<file path="config.mk">
export PLATFORM = sky130hd
export DESIGN_NAME = decode_top
export DESIGN_NICKNAME = d
export VERILOG_FILES = /design/src/hw/core_pkg.sv /design/src/hw/instr_decoder.sv /design/src/hw/register_file.sv /design/src/hw/decode_stage.sv /design/src/hw/decode_top.sv
export SDC_FILE = /design/constraint.sdc
export NUM_CORES = 2
export LEC_CHECK = 0
export BUFFER_PORTS_ARGS = -buffer_cell sky130_fd_sc_hd__clkbuf_2
export CORE_MARGIN = 5
export CORE_UTILIZATION = 40
export DETAILED_ROUTE_END_ITERATION = 8
export PLACE_DENSITY_LB_ADDON = 0.1
export SETUP_SLACK_MARGIN = 0.3
export SYNTH_ARGS = -nofsm -noshare
export SYNTH_HDL_FRONTEND = slang
export SYNTH_SLANG_ARGS = --single-unit
export TNS_END_PERCENT = 30
</file>
<file path="constraint.sdc">
create_clock -name clk -period 6.55 [get_ports clk]
set_input_delay 0.655 -clock clk [delete_from_list [all_inputs] [get_ports clk]]
set_output_delay 0.655 -clock clk [all_outputs]
set_load 0.05 [all_outputs]
</file>
<file path="src/hw/core_pkg.sv">
// ~~~~~~~~~~~~~~~~~~~~~~~~~~~~~~~~~~~~~~~~~~~~~~~~~~~~~~~~~~~~~~~~~~~~~
// Shared types for the RV32I decode stage
// Only the base integer opcodes are listed. Compressed forms are not
// decoded, so bits [1:0] must be 2'b11 for a valid opcode
// gen_imm returns a sign-extended immediate, except CSR (zero-extended)
// ~~~~~~~~~~~~~~~~~~~~~~~~~~~~~~~~~~~~~~~~~~~~~~~~~~~~~~~~~~~~~~~~~~~~~
package core_pkg;

  typedef logic [31:0] pc_t;
  typedef logic [31:0] rdata_t;
  typedef logic [4:0]  raddr_t;
  typedef logic [31:0] instr_raw_t;

  typedef enum logic [6:0] {
    RV_LUI      = 7'b0110111,
    RV_AUIPC    = 7'b0010111,
    RV_JAL      = 7'b1101111,
    RV_JALR     = 7'b1100111,
    RV_BRANCH   = 7'b1100011,
    RV_LOAD     = 7'b0000011,
    RV_STORE    = 7'b0100011,
    RV_OP_IMM   = 7'b0010011,
    RV_OP       = 7'b0110011,
    RV_MISC_MEM = 7'b0001111,
    RV_SYSTEM   = 7'b1110011
  } opcode_t;

  typedef enum logic [2:0] {
    RV_F3_ADD_SUB = 3'b000,
    RV_F3_SLL     = 3'b001,
    RV_F3_SLT     = 3'b010,
    RV_F3_SLTU    = 3'b011,
    RV_F3_XOR     = 3'b100,
    RV_F3_SRL_SRA = 3'b101,
    RV_F3_OR      = 3'b110,
    RV_F3_AND     = 3'b111
  } f3_t;

  typedef enum logic [6:0] {
    RV_F7_0 = 7'b0000000,
    RV_F7_1 = 7'b0100000
  } f7_t;

  typedef enum logic {
    RV_SRL = 1'b0,
    RV_SRA = 1'b1
  } shift_t;

  typedef enum logic [2:0] {
    I_IMM,
    S_IMM,
    B_IMM,
    U_IMM,
    J_IMM,
    CSR_IMM
  } imm_type_t;

  typedef enum logic [1:0] {
    ZERO,
    REG_RF,
    IMM,
    PC
  } op_sel_t;

  typedef enum logic [1:0] {
    LSU_NONE,
    LSU_LOAD,
    LSU_STORE
  } lsu_t;

  // Load/store width, same coding as funct3
  typedef enum logic [2:0] {
    RV_LSU_B  = 3'b000,
    RV_LSU_H  = 3'b001,
    RV_LSU_W  = 3'b010,
    RV_LSU_BU = 3'b100,
    RV_LSU_HU = 3'b101
  } lsu_w_t;

  typedef enum logic [2:0] {
    RV_CSR_NONE = 3'b000,
    RV_CSRRW    = 3'b001,
    RV_CSRRS    = 3'b010,
    RV_CSRRC    = 3'b011,
    RV_CSRRWI   = 3'b101,
    RV_CSRRSI   = 3'b110,
    RV_CSRRCI   = 3'b111
  } csr_t;

  typedef struct packed {
    logic [6:0] f7;
    raddr_t     rs2;
    raddr_t     rs1;
    logic [2:0] f3;
    raddr_t     rd;
    opcode_t    op;
  } s_instr_t;

  typedef struct packed {
    csr_t        op;
    logic [11:0] addr;
  } s_csr_t;

  // All zeros is a NOP
  typedef struct packed {
    pc_t     pc_dec;
    raddr_t  rd_addr;
    raddr_t  rs1_addr;
    raddr_t  rs2_addr;
    f3_t     f3;
    f7_t     f7;
    shift_t  rshift;
    op_sel_t rs1_op;
    op_sel_t rs2_op;
    rdata_t  imm;
    logic    we_rd;
    logic    jump;
    logic    branch;
    lsu_t    lsu;
    lsu_w_t  lsu_w;
    s_csr_t  csr;
    logic    ecall;
    logic    ebreak;
    logic    mret;
    logic    wfi;
  } s_id_ex_t;

  typedef struct packed {
    raddr_t rd_addr;
    rdata_t rd_data;
    logic   we_rd;
  } s_wb_t;

  typedef struct packed {
    logic active;
    pc_t  pc_addr;
  } s_trap_info_t;

  function automatic rdata_t gen_imm(instr_raw_t instr, imm_type_t imm_type);
    rdata_t imm;
    case (imm_type)
      I_IMM:   imm = {{20{instr[31]}}, instr[31:20]};
      S_IMM:   imm = {{20{instr[31]}}, instr[31:25], instr[11:7]};
      B_IMM:   imm = {{19{instr[31]}}, instr[31], instr[7], instr[30:25], instr[11:8], 1'b0};
      U_IMM:   imm = {instr[31:12], 12'h000};
      J_IMM:   imm = {{11{instr[31]}}, instr[31], instr[19:12], instr[20], instr[30:21], 1'b0};
      // zimm field sits in the rs1 slot
      CSR_IMM: imm = {27'd0, instr[19:15]};
      default: imm = '0;
    endcase
    return imm;
  endfunction

endpackage

</file>
<file path="src/hw/instr_decoder.sv">
// ~~~~~~~~~~~~~~~~~~~~~~~~~~~~~~~~~~~~~~~~~~~~~~~~~~~~~~~~~~~~~~~~~~~~~
// Purely combinational RV32I field decode, pc_dec is left at zero
// Unsupported encodings raise illegal_o and give an all-zero bundle
// With SUPPORT_DEBUG at 0, EBREAK counts as unsupported
// Load/store funct3 is passed through without a width check
// ~~~~~~~~~~~~~~~~~~~~~~~~~~~~~~~~~~~~~~~~~~~~~~~~~~~~~~~~~~~~~~~~~~~~~
`timescale 1ns/1ps

module instr_decoder #(
  parameter int SUPPORT_DEBUG = 1
) (
  input  core_pkg::instr_raw_t instr_i,
  output core_pkg::s_id_ex_t   id_ex_o,
  output logic                 illegal_o
);
  core_pkg::s_instr_t instr;

  assign instr = core_pkg::s_instr_t'(instr_i);

  always_comb begin
    id_ex_o          = core_pkg::s_id_ex_t'('0);
    illegal_o        = 1'b0;
    id_ex_o.rd_addr  = instr.rd;
    id_ex_o.rs1_addr = instr.rs1;
    id_ex_o.rs2_addr = instr.rs2;

    case (instr.op)
      core_pkg::RV_OP_IMM: begin
        id_ex_o.f3     = core_pkg::f3_t'(instr.f3);
        id_ex_o.rs1_op = core_pkg::REG_RF;
        id_ex_o.rs2_op = core_pkg::IMM;
        id_ex_o.imm    = core_pkg::gen_imm(instr_i, core_pkg::I_IMM);
        id_ex_o.rshift = instr_i[30] ? core_pkg::RV_SRA : core_pkg::RV_SRL;
        id_ex_o.we_rd  = 1'b1;
      end
      core_pkg::RV_LUI: begin
        id_ex_o.rs1_op = core_pkg::ZERO;
        id_ex_o.rs2_op = core_pkg::IMM;
        id_ex_o.imm    = core_pkg::gen_imm(instr_i, core_pkg::U_IMM);
        id_ex_o.we_rd  = 1'b1;
      end
      core_pkg::RV_AUIPC: begin
        id_ex_o.rs1_op = core_pkg::PC;
        id_ex_o.rs2_op = core_pkg::IMM;
        id_ex_o.imm    = core_pkg::gen_imm(instr_i, core_pkg::U_IMM);
        id_ex_o.we_rd  = 1'b1;
      end
      core_pkg::RV_OP: begin
        id_ex_o.f3     = core_pkg::f3_t'(instr.f3);
        id_ex_o.f7     = instr_i[30] ? core_pkg::RV_F7_1 : core_pkg::RV_F7_0;
        id_ex_o.rshift = instr_i[30] ? core_pkg::RV_SRA : core_pkg::RV_SRL;
        id_ex_o.rs1_op = core_pkg::REG_RF;
        id_ex_o.rs2_op = core_pkg::REG_RF;
        id_ex_o.we_rd  = 1'b1;
      end
      core_pkg::RV_JAL: begin
        id_ex_o.jump   = 1'b1;
        id_ex_o.rs1_op = core_pkg::PC;
        id_ex_o.rs2_op = core_pkg::IMM;
        id_ex_o.imm    = core_pkg::gen_imm(instr_i, core_pkg::J_IMM);
        id_ex_o.we_rd  = 1'b1;
      end
      core_pkg::RV_JALR: begin
        id_ex_o.jump   = 1'b1;
        id_ex_o.rs1_op = core_pkg::REG_RF;
        id_ex_o.rs2_op = core_pkg::IMM;
        id_ex_o.imm    = core_pkg::gen_imm(instr_i, core_pkg::I_IMM);
        id_ex_o.we_rd  = 1'b1;
      end
      core_pkg::RV_BRANCH: begin
        id_ex_o.branch = 1'b1;
        id_ex_o.f3     = core_pkg::f3_t'(instr.f3);
        id_ex_o.rs1_op = core_pkg::REG_RF;
        id_ex_o.rs2_op = core_pkg::REG_RF;
        id_ex_o.imm    = core_pkg::gen_imm(instr_i, core_pkg::B_IMM);
      end
      core_pkg::RV_LOAD: begin
        id_ex_o.lsu    = core_pkg::LSU_LOAD;
        id_ex_o.lsu_w  = core_pkg::lsu_w_t'(instr.f3);
        id_ex_o.rs1_op = core_pkg::REG_RF;
        id_ex_o.rs2_op = core_pkg::IMM;
        id_ex_o.imm    = core_pkg::gen_imm(instr_i, core_pkg::I_IMM);
        id_ex_o.we_rd  = 1'b1;
      end
      core_pkg::RV_STORE: begin
        // Address from rs1 + imm, store data comes from rs2 read port
        id_ex_o.lsu    = core_pkg::LSU_STORE;
        id_ex_o.lsu_w  = core_pkg::lsu_w_t'(instr.f3);
        id_ex_o.rs1_op = core_pkg::REG_RF;
        id_ex_o.rs2_op = core_pkg::IMM;
        id_ex_o.imm    = core_pkg::gen_imm(instr_i, core_pkg::S_IMM);
      end
      core_pkg::RV_MISC_MEM: begin
        // Fence is a no-op for an in-order core
        id_ex_o.rs1_op = core_pkg::ZERO;
        id_ex_o.rs2_op = core_pkg::ZERO;
      end
      core_pkg::RV_SYSTEM: begin
        if ((instr.f3 != 3'b000) && (instr.f3 != 3'b100)) begin
          id_ex_o.rs1_op   = instr.f3[2] ? core_pkg::IMM : core_pkg::REG_RF;
          id_ex_o.imm      = core_pkg::gen_imm(instr_i, core_pkg::CSR_IMM);
          id_ex_o.csr.op   = core_pkg::csr_t'(instr.f3);
          id_ex_o.csr.addr = instr_i[31:20];
          id_ex_o.we_rd    = (instr.rd != 5'd0);
        end else if ((instr.f3 == 3'b000) && (instr.rd == 5'd0) && (instr.rs1 == 5'd0)) begin
          if ((instr.f7 == 7'h00) && (instr.rs2 == 5'd0)) begin
            id_ex_o.ecall = 1'b1;
          end else if ((instr.f7 == 7'h00) && (instr.rs2 == 5'd1) && (SUPPORT_DEBUG != 0)) begin
            id_ex_o.ebreak = 1'b1;
          end else if ((instr.f7 == 7'h18) && (instr.rs2 == 5'd2)) begin
            id_ex_o.mret = 1'b1;
          end else if ((instr.f7 == 7'h08) && (instr.rs2 == 5'd5)) begin
            id_ex_o.wfi = 1'b1;
          end else begin
            illegal_o = 1'b1;
          end
        end else begin
          illegal_o = 1'b1;
        end
      end
      default: begin
        illegal_o = 1'b1;
      end
    endcase

    // Unsupported goes down the pipe as a NOP
    if (illegal_o) begin
      id_ex_o = core_pkg::s_id_ex_t'('0);
    end
  end

endmodule

</file>
<file path="src/hw/register_file.sv">
// ~~~~~~~~~~~~~~~~~~~~~~~~~~~~~~~~~~~~~~~~~~~~~~~~~~~~~~~~~~~~~~~~~~~~~
// 32 x 32-bit integer registers, x0 reads as zero
// Reads are registered and only update while re_i is high
// No write-to-read bypass, a same-edge write returns the old value
// ~~~~~~~~~~~~~~~~~~~~~~~~~~~~~~~~~~~~~~~~~~~~~~~~~~~~~~~~~~~~~~~~~~~~~
`timescale 1ns/1ps

module register_file (
  input  logic              clk,
  input  logic              rst_i,
  input  core_pkg::raddr_t  rs1_addr_i,
  input  core_pkg::raddr_t  rs2_addr_i,
  input  logic              re_i,
  input  core_pkg::s_wb_t   wb_i,
  output core_pkg::rdata_t  rs1_data_o,
  output core_pkg::rdata_t  rs2_data_o
);
  // x0 has no storage
  core_pkg::rdata_t regs_ff [31:1];

  always_ff @(posedge clk) begin
    if (rst_i) begin
      for (int i = 1; i < 32; i++) begin
        regs_ff[i] <= '0;
      end
      rs1_data_o <= '0;
      rs2_data_o <= '0;
    end else begin
      if (wb_i.we_rd && (wb_i.rd_addr != 5'd0)) begin
        regs_ff[wb_i.rd_addr] <= wb_i.rd_data;
      end
      if (re_i) begin
        rs1_data_o <= (rs1_addr_i == 5'd0) ? '0 : regs_ff[rs1_addr_i];
        rs2_data_o <= (rs2_addr_i == 5'd0) ? '0 : regs_ff[rs2_addr_i];
      end
    end
  end

endmodule

</file>
<file path="src/hw/decode_stage.sv">
// ~~~~~~~~~~~~~~~~~~~~~~~~~~~~~~~~~~~~~~~~~~~~~~~~~~~~~~~~~~~~~~~~~~~~~
// Decode stage control, one instruction in flight, no skid buffer
// fetch_ready_o is id_ready_i, so back-pressure reaches fetch at once
// A jump loads the next PC from pc_jump_i. An instruction accepted in
// the jump cycle itself is wrong-path and keeps the old sequence PC
// trap_info_o is combinational in the acceptance cycle
// ~~~~~~~~~~~~~~~~~~~~~~~~~~~~~~~~~~~~~~~~~~~~~~~~~~~~~~~~~~~~~~~~~~~~~
`timescale 1ns/1ps

module decode_stage #(
  parameter core_pkg::pc_t RESET_PC      = '0,
  parameter int            SUPPORT_DEBUG = 1
) (
  input  logic                   clk,
  input  logic                   rst_i,
  input  logic                   jump_i,
  input  core_pkg::pc_t          pc_jump_i,
  input  logic                   fetch_valid_i,
  input  core_pkg::instr_raw_t   fetch_instr_i,
  output logic                   fetch_ready_o,
  input  core_pkg::s_wb_t        wb_dec_i,
  output core_pkg::s_id_ex_t     id_ex_o,
  output core_pkg::rdata_t       rs1_data_o,
  output core_pkg::rdata_t       rs2_data_o,
  output logic                   id_valid_o,
  input  logic                   id_ready_i,
  output core_pkg::s_trap_info_t trap_info_o
);
  core_pkg::s_instr_t instr;
  core_pkg::s_id_ex_t dec_bundle;
  core_pkg::s_id_ex_t next_id_ex;
  core_pkg::s_id_ex_t id_ex_ff;
  core_pkg::pc_t      pc_ff;
  core_pkg::pc_t      pc_cur;
  logic               illegal;
  logic               accept;
  logic               started_ff;
  logic               valid_ff;

  assign instr         = core_pkg::s_instr_t'(fetch_instr_i);
  assign accept        = fetch_valid_i && id_ready_i;
  assign fetch_ready_o = id_ready_i;
  assign id_valid_o    = valid_ff;

  // First instruction after reset or jump takes the base PC as is
  assign pc_cur = started_ff ? (pc_ff + 32'd4) : pc_ff;

  // Flushed slot becomes a NOP
  assign id_ex_o = jump_i ? core_pkg::s_id_ex_t'('0) : id_ex_ff;

  instr_decoder #(
    .SUPPORT_DEBUG (SUPPORT_DEBUG)
  ) u_instr_decoder (
    .instr_i   (fetch_instr_i),
    .id_ex_o   (dec_bundle),
    .illegal_o (illegal)
  );

  register_file u_register_file (
    .clk        (clk),
    .rst_i      (rst_i),
    .rs1_addr_i (instr.rs1),
    .rs2_addr_i (instr.rs2),
    .re_i       (id_ready_i),
    .wb_i       (wb_dec_i),
    .rs1_data_o (rs1_data_o),
    .rs2_data_o (rs2_data_o)
  );

  always_comb begin
    next_id_ex        = dec_bundle;
    next_id_ex.pc_dec = pc_cur;
  end

  always_comb begin
    trap_info_o = core_pkg::s_trap_info_t'('0);
    if (accept && illegal) begin
      trap_info_o.active  = 1'b1;
      trap_info_o.pc_addr = pc_cur;
    end
  end

  always_ff @(posedge clk) begin
    if (rst_i) begin
      valid_ff        <= 1'b0;
      id_ex_ff        <= core_pkg::s_id_ex_t'('0);
      id_ex_ff.pc_dec <= RESET_PC;
      pc_ff           <= RESET_PC;
      started_ff      <= 1'b0;
    end else begin
      // Everything holds while execute stalls
      if (id_ready_i) begin
        valid_ff <= fetch_valid_i;
        id_ex_ff <= next_id_ex;
      end
      if (jump_i) begin
        pc_ff      <= pc_jump_i;
        started_ff <= 1'b0;
      end else if (accept) begin
        pc_ff      <= pc_cur;
        started_ff <= 1'b1;
      end
    end
  end

endmodule

</file>
<file path="src/hw/decode_top.sv">
// ~~~~~~~~~~~~~~~~~~~~~~~~~~~~~~~~~~~~~~~~~~~~~~~~~~~~~~~~~~~~~~~~~~~~~
// Decode top level, sets the start PC and debug support
// Writeback, execute and trap ports go straight to the decode stage
// ~~~~~~~~~~~~~~~~~~~~~~~~~~~~~~~~~~~~~~~~~~~~~~~~~~~~~~~~~~~~~~~~~~~~~
`timescale 1ns/1ps

module decode_top #(
  parameter core_pkg::pc_t RESET_PC      = 32'h0000_0000,
  parameter int            SUPPORT_DEBUG = 1
) (
  input  logic                   clk,
  input  logic                   rst_i,
  // Redirect from execute
  input  logic                   jump_i,
  input  core_pkg::pc_t          pc_jump_i,
  // Fetch side
  input  logic                   fetch_valid_i,
  input  core_pkg::instr_raw_t   fetch_instr_i,
  output logic                   fetch_ready_o,
  input  core_pkg::s_wb_t        wb_dec_i,
  // Execute side
  output core_pkg::s_id_ex_t     id_ex_o,
  output core_pkg::rdata_t       rs1_data_o,
  output core_pkg::rdata_t       rs2_data_o,
  output logic                   id_valid_o,
  input  logic                   id_ready_i,
  output core_pkg::s_trap_info_t trap_info_o
);

  decode_stage #(
    .RESET_PC      (RESET_PC),
    .SUPPORT_DEBUG (SUPPORT_DEBUG)
  ) u_decode_stage (
    .clk           (clk),
    .rst_i         (rst_i),
    .jump_i        (jump_i),
    .pc_jump_i     (pc_jump_i),
    .fetch_valid_i (fetch_valid_i),
    .fetch_instr_i (fetch_instr_i),
    .fetch_ready_o (fetch_ready_o),
    .wb_dec_i      (wb_dec_i),
    .id_ex_o       (id_ex_o),
    .rs1_data_o    (rs1_data_o),
    .rs2_data_o    (rs2_data_o),
    .id_valid_o    (id_valid_o),
    .id_ready_i    (id_ready_i),
    .trap_info_o   (trap_info_o)
  );

endmodule

</file>
==> results.md <==
* Status: finished, final reports clean
* Top post-synthesis cells by area: edfxtp_1 (48%), mux4_2 (12%), and2_1 (9.7%)
* Ys async rst share at 0
* CTS resizes at 0
* First-pass GRT wire length at 343,000 um
* Core area at between 150,000 and 200,000 um^2
* Overall Global Routing Usage at 0.283
* Yosys warning count at 0
* Arrival @ worst endpoint at 3400 ps
* Vias at around 45,000
* Skew-Pair Late Insertion Delay at 800 ps
* Vias per inst at 5.97
* Setup crit end kind: primary output
* Vias in the first global route at 43,300
* Relative slew slack at 0.0387
* Io pins at 327
* Unrepaired setup endpoints after global routing: no
* Post-synthesis sequential area ratio at 0.542
* Hold/Removal Path Class: in2reg
* Site Rows at 147
* Post-synthesis cell count at 5,097
* CTS tree: built
* Die height at 412 um
* Layout cell share with drive strength beyond 1 at 0.206
* Post-placement cell area at 68,100 um^2
* Initial antenna violation count at 17
* Initial Util at 0.402
* Area share of the largest cell type after synthesis at 0.476
* Peak supply drop at 0.291 mV
* Power per cell area at 273 nW/um^2
* DRC violations left at 0
* Cells after DPL at ~7,200
* H-tree levels at 4
* Utilization after layout at 0.453
* Period utilization at 0.619
* Mean post-synth cell area at 12.7 um^2
* DR WL/cell at 32.9 um
* CP Launch Type: flip-flop
* Hold WS at 116 ps
* Clock buffers created by TritonCTS at 146
* Fin Setup TNS at 0 ps
* DPL Wire Length at 160,000 um
* NumNets Final at between 5,000 and 6,000
* Post-CTS Hold Buffers at 0
* Worst-path clk slew at ~60 ps
* Clock Sinks at 1,237
* Antenna-violating nets left at 0
* Synth cell types at slightly below 70
* Port Buffers at 320
* Drt pass-1 iters at 6
* MaxCap Viol Count at 0
* Most common cell in the netlist: edfxtp_1
* Lkg Pwr at 26.0 nW
* #FFs+latches synth at 1,237
* Clock buffer depth at 3
* Kind of critical path: reg2out
* Pin count of the biggest net entering global routing at 133
* Tmin final at 4050 ps
* Post-CTS Setup Inserts at 0
* Total grt overflow at 0
* FMAX at about 250 MHz
* Die Area at 170,000 um^2
* Tot Pwr at about 20 mW
* Clk Tree Root Cell: clkbuf_16
* Crit path required time at 5890 ps
* GPL Wtd Cong at 0.930
* Non-Filler Instances at 7,454
* Measured slew at the worst slew-check pin at 1440 ps
* Max-slew violations at 0
* Growth of design area from synthesis to finish at 12.7%
* DRT iter0 DRCs at 5,226
* Final setup viols at 0
* Mapped Area at around 65,000 um^2
* Critical-path maximum fanout at 20
* Post-synth EDFFs at around 1,000
* Final instance area at 72,800 um^2
* Die W at between 400 and 500 um
* Synth Flop Type: edfxtp_1
* Clock skew at 27.0 ps
* Pre-CTS setup slack at 2280 ps
* Setup WS post-layout at 2500 ps
* Hold Violations, Final at 0
* Leading area contributor after synthesis: edfxtp_1
* DRT Wirelength at 245,000 um
* Top post-synthesis cells by count: edfxtp_1 (1,024), and2_1 (1,002), mux2i_1 (407)
report_power, final:
part	internal (mW)	total [mW]	switching [mW]
Clock	4.69	8.13	3.43
Sequential	8.95	9.30	0.347
Combinational	0.797	2.43	1.63
cell usage in the layout (no fill, tap or decap), types with 10 or more instances in the layout:
master / instances
mux2i_1: 407
nand3_1: 79
conb_1: 38
nor2_1: 238
inv_1: 14
a22oi_1: 97
a22o_1: 50
a21boi_0: 25
o221a_2: 26
nor3_1: 61
edfxtp_1: 1024
o22ai_1: 47
clkinv_2: 22
buf_4: 82
nor4_1: 56
clkbuf_8: 15
mux4_2: 342
dfxtp_1: 213
clkbuf_16: 149
a31oi_1: 24
nor2_4: 26
nand4_1: 13
or2_2: 32
clkbuf_1: 38
a211oi_1: 54
mux2_2: 17
nand2_1: 137
nor2b_1: 126
a21oi_1: 136
a221oi_1: 25
a2111oi_0: 37
nor2_2: 10
xor2_1: 19
and2_1: 1000
clkinv_1: 28
o211ai_1: 34
clkbuf_2: 309
xnor2_1: 28
o21ai_0: 70
per-layer routing:
layer,routed length [um],GRT usage,up-vias,part of all wire
li1,-,-,19100,-
met1,101000,0.385,22900,0.41
met2,111000,0.439,2032,0.45
met3,18000,0.0451,384,0.073
met4,14800,0.146,2,0.060
met5,13,0,-,0.000053
state kept, by name (all words and copies together), names as in the netlist:
name,count
u_decode_stage.id_ex_ff,115
u_decode_stage.id_valid_o,1
u_decode_stage.pc_ff,32
u_decode_stage.started_ff,1
u_decode_stage.u_register_file.regs_ff,1024
u_decode_stage.u_register_file.rs1_data_o,32
u_decode_stage.u_register_file.rs2_data_o,32
cell type report:
type,instances,area [um^2]
well taps,2160,2700
flip-flops and latches,1237,35000
repair buffers,406,2410
clock buffers,200,4050
fillers,14500,87800
diodes,6,15.0
inverters,17,65.1
clock inverters,71,631
multi-input cells,3357,27900
path summary, 6_finish.rpt:
check	endpoint	start	cells after the start	slack (ps)
worst max register to register	u_decode_stage.pc_ff[24]	u_decode_stage.pc_ff[2]	6	3880
worst max-delay path	trap_info_o[28]	u_decode_stage.pc_ff[2]	7	2500
worst min register to register	u_decode_stage.id_ex_ff[58]	u_decode_stage.id_ex_ff[58]	2	440
worst min-delay path	u_decode_stage.pc_ff[6]	pc_jump_i[6]	3	120
kinds of logic (layout without fill, tap and decap cells):
family	after synthesis	after routing	share of synthesized area
AO/OA/AOI/OAI	665	665	0.0724
AND/OR/NAND/NOR	1840	1840	0.160
flip-flops	1237	1237	0.542
buffers and inverters	540	694	0.0333
multiplexers	766	766	0.185
adder cells (fa/ha/maj)	1	1	0.000194
XOR/XNOR	47	47	0.00637
other	1	44	0.0000581
worst max-delay path, stage by stage, from the launching register on:
cell,delay [ps]
dfxtp_1,440
ha_1,240
and3_1,210
nand3_1,600
nor4_1,560
xnor2_1,170
nor2_1,110
clkbuf_2,280
No activity file was read; power rests on OpenSTA's default activity.
